`config.mk`:
```
export PLATFORM = sky130hd
export DESIGN_NAME = data_align_flat
export DESIGN_NICKNAME = d
export VERILOG_FILES = /design/src/common/isa_pkg.sv /design/src/common/mem_map_pkg.sv /design/src/common/ram_port_if.sv /design/src/hw/lane_shifter.sv /design/src/data_align/data_align.sv /design/src/flat_wrapper.sv
export SDC_FILE = /design/constraint.sdc
export NUM_CORES = 1
export LEC_CHECK = 0
export BUFFER_PORTS_ARGS = -buffer_cell sky130_fd_sc_hd__buf_2
export CAP_MARGIN = 20
export CORE_MARGIN = 2
export CORE_UTILIZATION = 31
export CTS_CLUSTER_DIAMETER = 80
export DETAILED_ROUTE_END_ITERATION = 10
export PLACE_DENSITY = 0.82
export SYNTH_ARGS = -nofsm -noshare
export SYNTH_HDL_FRONTEND = slang
export SYNTH_SLANG_ARGS = --single-unit
```
`constraint.sdc`:
```
create_clock -name clk -period 1.65 [get_ports clk]
set_input_delay 0.0825 -clock clk [delete_from_list [all_inputs] [get_ports clk]]
set_output_delay 0.0825 -clock clk [all_outputs]
set_load 0.01 [all_outputs]
```
`src/common/isa_pkg.sv`:
```
package isa_pkg;

    // the core is a plain 32-bit machine with byte-addressed memory
    localparam int XLEN = 32;
    localparam int LANES = 4;
    localparam int BYTE_BITS = XLEN / LANES;

    typedef logic [XLEN-1:0] word_t;

    typedef logic [BYTE_BITS-1:0] byte_t;

    // bit i enables byte lane i, lane 0 being the least significant byte
    typedef logic [LANES-1:0] mask_t;

    // byte position of an access inside its word
    typedef logic [$clog2(LANES)-1:0] lane_off_t;

endpackage

```
`src/common/mem_map_pkg.sv`:
```
package mem_map_pkg;

    localparam int DEFAULT_DEPTH_WORDS = 128;

    // address bits that select a byte inside a word
    localparam int OFFSET_BITS = 2;

    // the memory keeps only the low index bits, so upper address bits alias
    function automatic isa_pkg::word_t word_index_of(isa_pkg::word_t addr);
        return addr >> OFFSET_BITS;
    endfunction

    function automatic isa_pkg::lane_off_t lane_offset_of(isa_pkg::word_t addr);
        return addr[OFFSET_BITS-1:0];
    endfunction

endpackage

```
`src/common/ram_port_if.sv`:
```
`timescale 1ns/1ns

// one word-aligned access port, already shifted into its byte lanes
interface ram_port_if;
    import isa_pkg::*;

    word_t word_index;
    word_t wdata;
    mask_t wmask;
    logic  rd_en;
    logic  wr_en;
    word_t rdata;

    modport requester (
        output word_index, wdata, wmask, rd_en, wr_en,
        input  rdata
    );

    modport memory (
        input  word_index, wdata, wmask, rd_en, wr_en,
        output rdata
    );

endinterface

```
`src/hw/lane_shifter.sv`:
```
`timescale 1ns/1ns

// moves whole lanes up or down by a lane offset, filling the gap with zeros
module lane_shifter #(
    parameter type lane_t     = logic [7:0],
    parameter int  LANES      = 4,
    parameter bit  SHIFT_LEFT = 1'b1
) (
    input  lane_t [LANES-1:0]    in,
    input  isa_pkg::lane_off_t   offset,
    output lane_t [LANES-1:0]    out
);

    int shift;

    always_comb begin
        shift = int'(offset);
        for (int i = 0; i < LANES; i++) begin
            if (SHIFT_LEFT) begin
                // lanes pushed past the top are dropped
                if (i >= shift) begin
                    out[i] = in[i - shift];
                end else begin
                    out[i] = '0;
                end
            end else begin
                if (i + shift < LANES) begin
                    out[i] = in[i + shift];
                end else begin
                    out[i] = '0;
                end
            end
        end
    end

endmodule

```
`src/data_align/data_align.sv`:
```
`timescale 1ns/1ns

// turns a byte-addressed data request into a word access and back
module data_align (
    input  logic               clk,
    input  logic               rst,
    input  isa_pkg::word_t     addr,
    input  isa_pkg::word_t     wdata,
    input  isa_pkg::mask_t     mask,
    input  logic               rd_en,
    input  logic               wr_en,
    output isa_pkg::word_t     rdata,
    ram_port_if.requester      ram
);
    import isa_pkg::*;
    import mem_map_pkg::*;

    lane_off_t req_off;
    lane_off_t rd_off_q;
    word_t     wdata_shifted;
    mask_t     mask_shifted;

    assign req_off = lane_offset_of(addr);

    lane_shifter #(
        .lane_t    (byte_t),
        .LANES     (LANES),
        .SHIFT_LEFT(1'b1)
    ) u_wdata_shift (
        .in    (wdata),
        .offset(req_off),
        .out   (wdata_shifted)
    );

    lane_shifter #(
        .lane_t    (logic),
        .LANES     (LANES),
        .SHIFT_LEFT(1'b1)
    ) u_mask_shift (
        .in    (mask),
        .offset(req_off),
        .out   (mask_shifted)
    );

    assign ram.word_index = word_index_of(addr);
    assign ram.wdata      = wdata_shifted;
    assign ram.wmask      = mask_shifted;
    assign ram.rd_en      = rd_en;
    assign ram.wr_en      = wr_en;

    // the read word comes back a cycle later, so its offset has to wait with it
    always_ff @(posedge clk) begin
        if (rst) begin
            rd_off_q <= '0;
        end else if (rd_en) begin
            rd_off_q <= req_off;
        end
    end

    lane_shifter #(
        .lane_t    (byte_t),
        .LANES     (LANES),
        .SHIFT_LEFT(1'b0)
    ) u_rdata_shift (
        .in    (ram.rdata),
        .offset(rd_off_q),
        .out   (rdata)
    );

    // a store must stay inside one word, so every enabled lane survives the shift
    a_store_in_word: assert property (
        @(posedge clk) disable iff (rst)
        wr_en |-> $countones(mask_shifted) == $countones(mask)
    ) else $error("store mask runs past the end of the word");

endmodule

```
`src/flat_wrapper.sv`:
```
// flat-port wrapper written by rule: the top's interface ports become plain ports
module data_align_flat import isa_pkg::*; import mem_map_pkg::*;
  (clk, rst, addr, wdata, mask, rd_en, wr_en, rdata, ram_word_index, ram_wdata, ram_wmask, ram_rd_en, ram_wr_en, ram_rdata);
  ram_port_if ram_i ();
  input  logic clk;
  input  logic rst;
  input  isa_pkg::word_t addr;
  input  isa_pkg::word_t wdata;
  input  isa_pkg::mask_t mask;
  input  logic rd_en;
  input  logic wr_en;
  output isa_pkg::word_t rdata;
  output wire logic [$bits(ram_i.word_index)-1:0] ram_word_index;
  output wire logic [$bits(ram_i.wdata)-1:0] ram_wdata;
  output wire logic [$bits(ram_i.wmask)-1:0] ram_wmask;
  output wire logic [$bits(ram_i.rd_en)-1:0] ram_rd_en;
  output wire logic [$bits(ram_i.wr_en)-1:0] ram_wr_en;
  input wire logic [$bits(ram_i.rdata)-1:0] ram_rdata;
  assign ram_word_index = ram_i.word_index;
  assign ram_wdata = ram_i.wdata;
  assign ram_wmask = ram_i.wmask;
  assign ram_rd_en = ram_i.rd_en;
  assign ram_wr_en = ram_i.wr_en;
  assign ram_i.rdata = ram_rdata;
  data_align u_core (.clk(clk), .rst(rst), .addr(addr), .wdata(wdata), .mask(mask), .rd_en(rd_en), .wr_en(wr_en), .rdata(rdata), .ram(ram_i));
endmodule
```
==> qor.yml <==
status: "finished, final reports clean"
critPathArrivalTime_ps: 1540
async_flop_share_pct: 0
grtUsageMet1_pct: 18.77
final_common_cell: "buf_2"
max_freq_mhz: 616.8
rows: 27
drv_cap: 0
synth_area_sq_um: 1763
grt_max_degree: 29
grt_first_pass_wirelength_um: 9108
num_vias: 2130
synth_flop_cell: "dfxtp_1"
use_met2_pct: 33.64
clk_path_buf_depth: 2
netlist_instances: 204
reg_top3: "u_core.rd_off_q x2"
core-area_sq_um: 5507
slowest_delay_ps: 350
fin_cells: 378
synth_edf_count: 0
power.leakage_nw: 1.265
ys_ff_latch: 2
crit_required_ps: 1570
power_density_nw_per_um2: 492.3
yosysSeqAreaShare_pct: 2.271
use_met3_pct: 4.412
post_cts_buffers: 0
dpl_worst_slack_ps: 117.5
cts.sinks: 2
grt_busiest_layer: "met2"
ant_nets: 0
dp_hpwl_um: 5048
grt_use_total_pct: 17.77
cp_slowest_cell: "dfxtp_4"
peakVddDrop_mv: 0.2561
port_buffers: 141
regMostFlops: "u_core.rd_off_q"
antenna_cells: 0
die_h_um: 79.41
path_cells: "inv_2 > ha_4 > or2_4 > o22ai_4 > buf_6"
r2r_slack_ps: 810
die_area_sq_um: 6306
die_w_um: 79.41
final_cell_mix: "buf_2, mux2i_1, o22ai_1"
cts_buffers: 3
grt-ovfl-total: 0
ios: 206
grt_antenna_before_repair: 0
setup_slack_ps: 28.83
cts_tree: "yes"
holdWs_ps: 42.46
viasPerCell: 5.635
setup_viol: 0
crit_type: "register to output port"
skew_ps: 0
yosys_warnings: 0
endpoint_kind: "output port"
cts.reportedPaths.clkPinSlew_ps: 30
dp_cells: 375
worstHoldPathType: "primary input to register"
layout.nets: 417
drtIter0Drc: 40
drc: 0
wl_per_cell_um: 16.45
clock-root-buffer: "clkbuf_8"
largest_reg_flops: 2
clk_latency_ps: 210
synth_cell_types: 20
finalHoldViolations: 0
slew_violations: 0
finalWeightedCongestion: 0.7606
avgSynthCellArea_sq_um: 8.642
crit_fanout: 8
hold_buffers: 0
area_delta_synth_final_pct: 40.60
cp-start-kind: "register"
period_minus_slack_ps: 1621
initial_utilization_pct: 32.02
rsz0062_at_grt: "true"
first_pass_iters: 4
h-tree-depth: 1
utilization_pct: 45.01
fin_crit_sh_pct: 98.25
finalWirelength_um: 6219
grt_pass1_vias: 1973
final.setup.tns_ps: 0
drive_above_1_share_pct: 59.48
[path summary, 6_finish.rpt]
path | startpoint | cells after the start | endpoint
hold / removal | rst | 2 | u_core.rd_off_q[0]
hold reg to reg | u_core.rd_off_q[1] | 3 | u_core.rd_off_q[1]
setup / recovery | u_core.rd_off_q[0] | 5 | rdata[8]
setup reg to reg | u_core.rd_off_q[0] | 3 | u_core.rd_off_q[0]
[power breakdown]
group	internal, W	leakage, nW	switching, W
sequential	0.0000506	0.0178	0.00000360
combinational	0.000459	1.23	0.000513
clock	0.000154	0.0216	0.0000396
total	0.000664	1.27	0.000556
[metrics by stage]
step,power (W),area (sq um)
floorplan,0.0007286,1911
global placement,0.0009532,2355
detailed placement,0.0009741,2355
CTS,0.001190,2420
global route,0.001304,2479
finish,0.001220,2479
[critical path: cells and delay by family, from the launching register on]
family	cells	cell delay (ps)
flops	1	350
simple gates	1	340
fa+ha+maj	1	260
compound gates	1	200
buf+inv	2	170
[logic make-up (layout without fill, tap and decap cells)]
| kind of cell | count (synthesis) | count (layout) | share of synthesized area, % |
|---|---|---|---|
| compound gates | 43 | 43 | 15.26 |
| fa+ha+maj | 5 | 5 | 3.549 |
| mux | 79 | 79 | 51.45 |
| flops | 2 | 2 | 2.271 |
| buf+inv | 55 | 156 | 22.36 |
| other cells | 1 | 2 | 0.2127 |
| simple gates | 19 | 19 | 4.897 |
[synth_stat cells, types with 3 or more instances]
cell / count / share of area (%)
nand2_1: 3 / 0.64
mux4_2: 8 / 10
buf_1: 3 / 0.64
buf_4: 38 / 16
mux2i_1: 70 / 40
ha_1: 5 / 3.5
nand2b_1: 4 / 1.4
nor2_1: 10 / 2.1
clkbuf_1: 4 / 0.85
o22ai_1: 43 / 15
inv_1: 4 / 0.85
[repair_timing]
item,4_1_cts,5_1_grt
endpoints found under the setup margin,19,16
resized for setup,5,15
pin swaps,1,3
[area by class of cell]
cell class                      instances  area (sq um)
Multi-Input combinational cell        148          1480
Sequential cell                         2         47.55
Fill cell                             542          3028
Clock buffer                            3         41.29
Tap cell                               72         90.09
Inverter                                4         15.01
Timing Repair Buffer                  149         804.5
[routing by layer]
metal  routed length (um)  up-vias  part of all wire, %
met4                   98        0                  1.6
met5                    0        -                    0
met3                  580       12                  9.3
met1                 2393     1005                   38
met2                 3146      157                   51
li1                     -      956                    -
No activity file was read; power rests on OpenSTA's default activity.
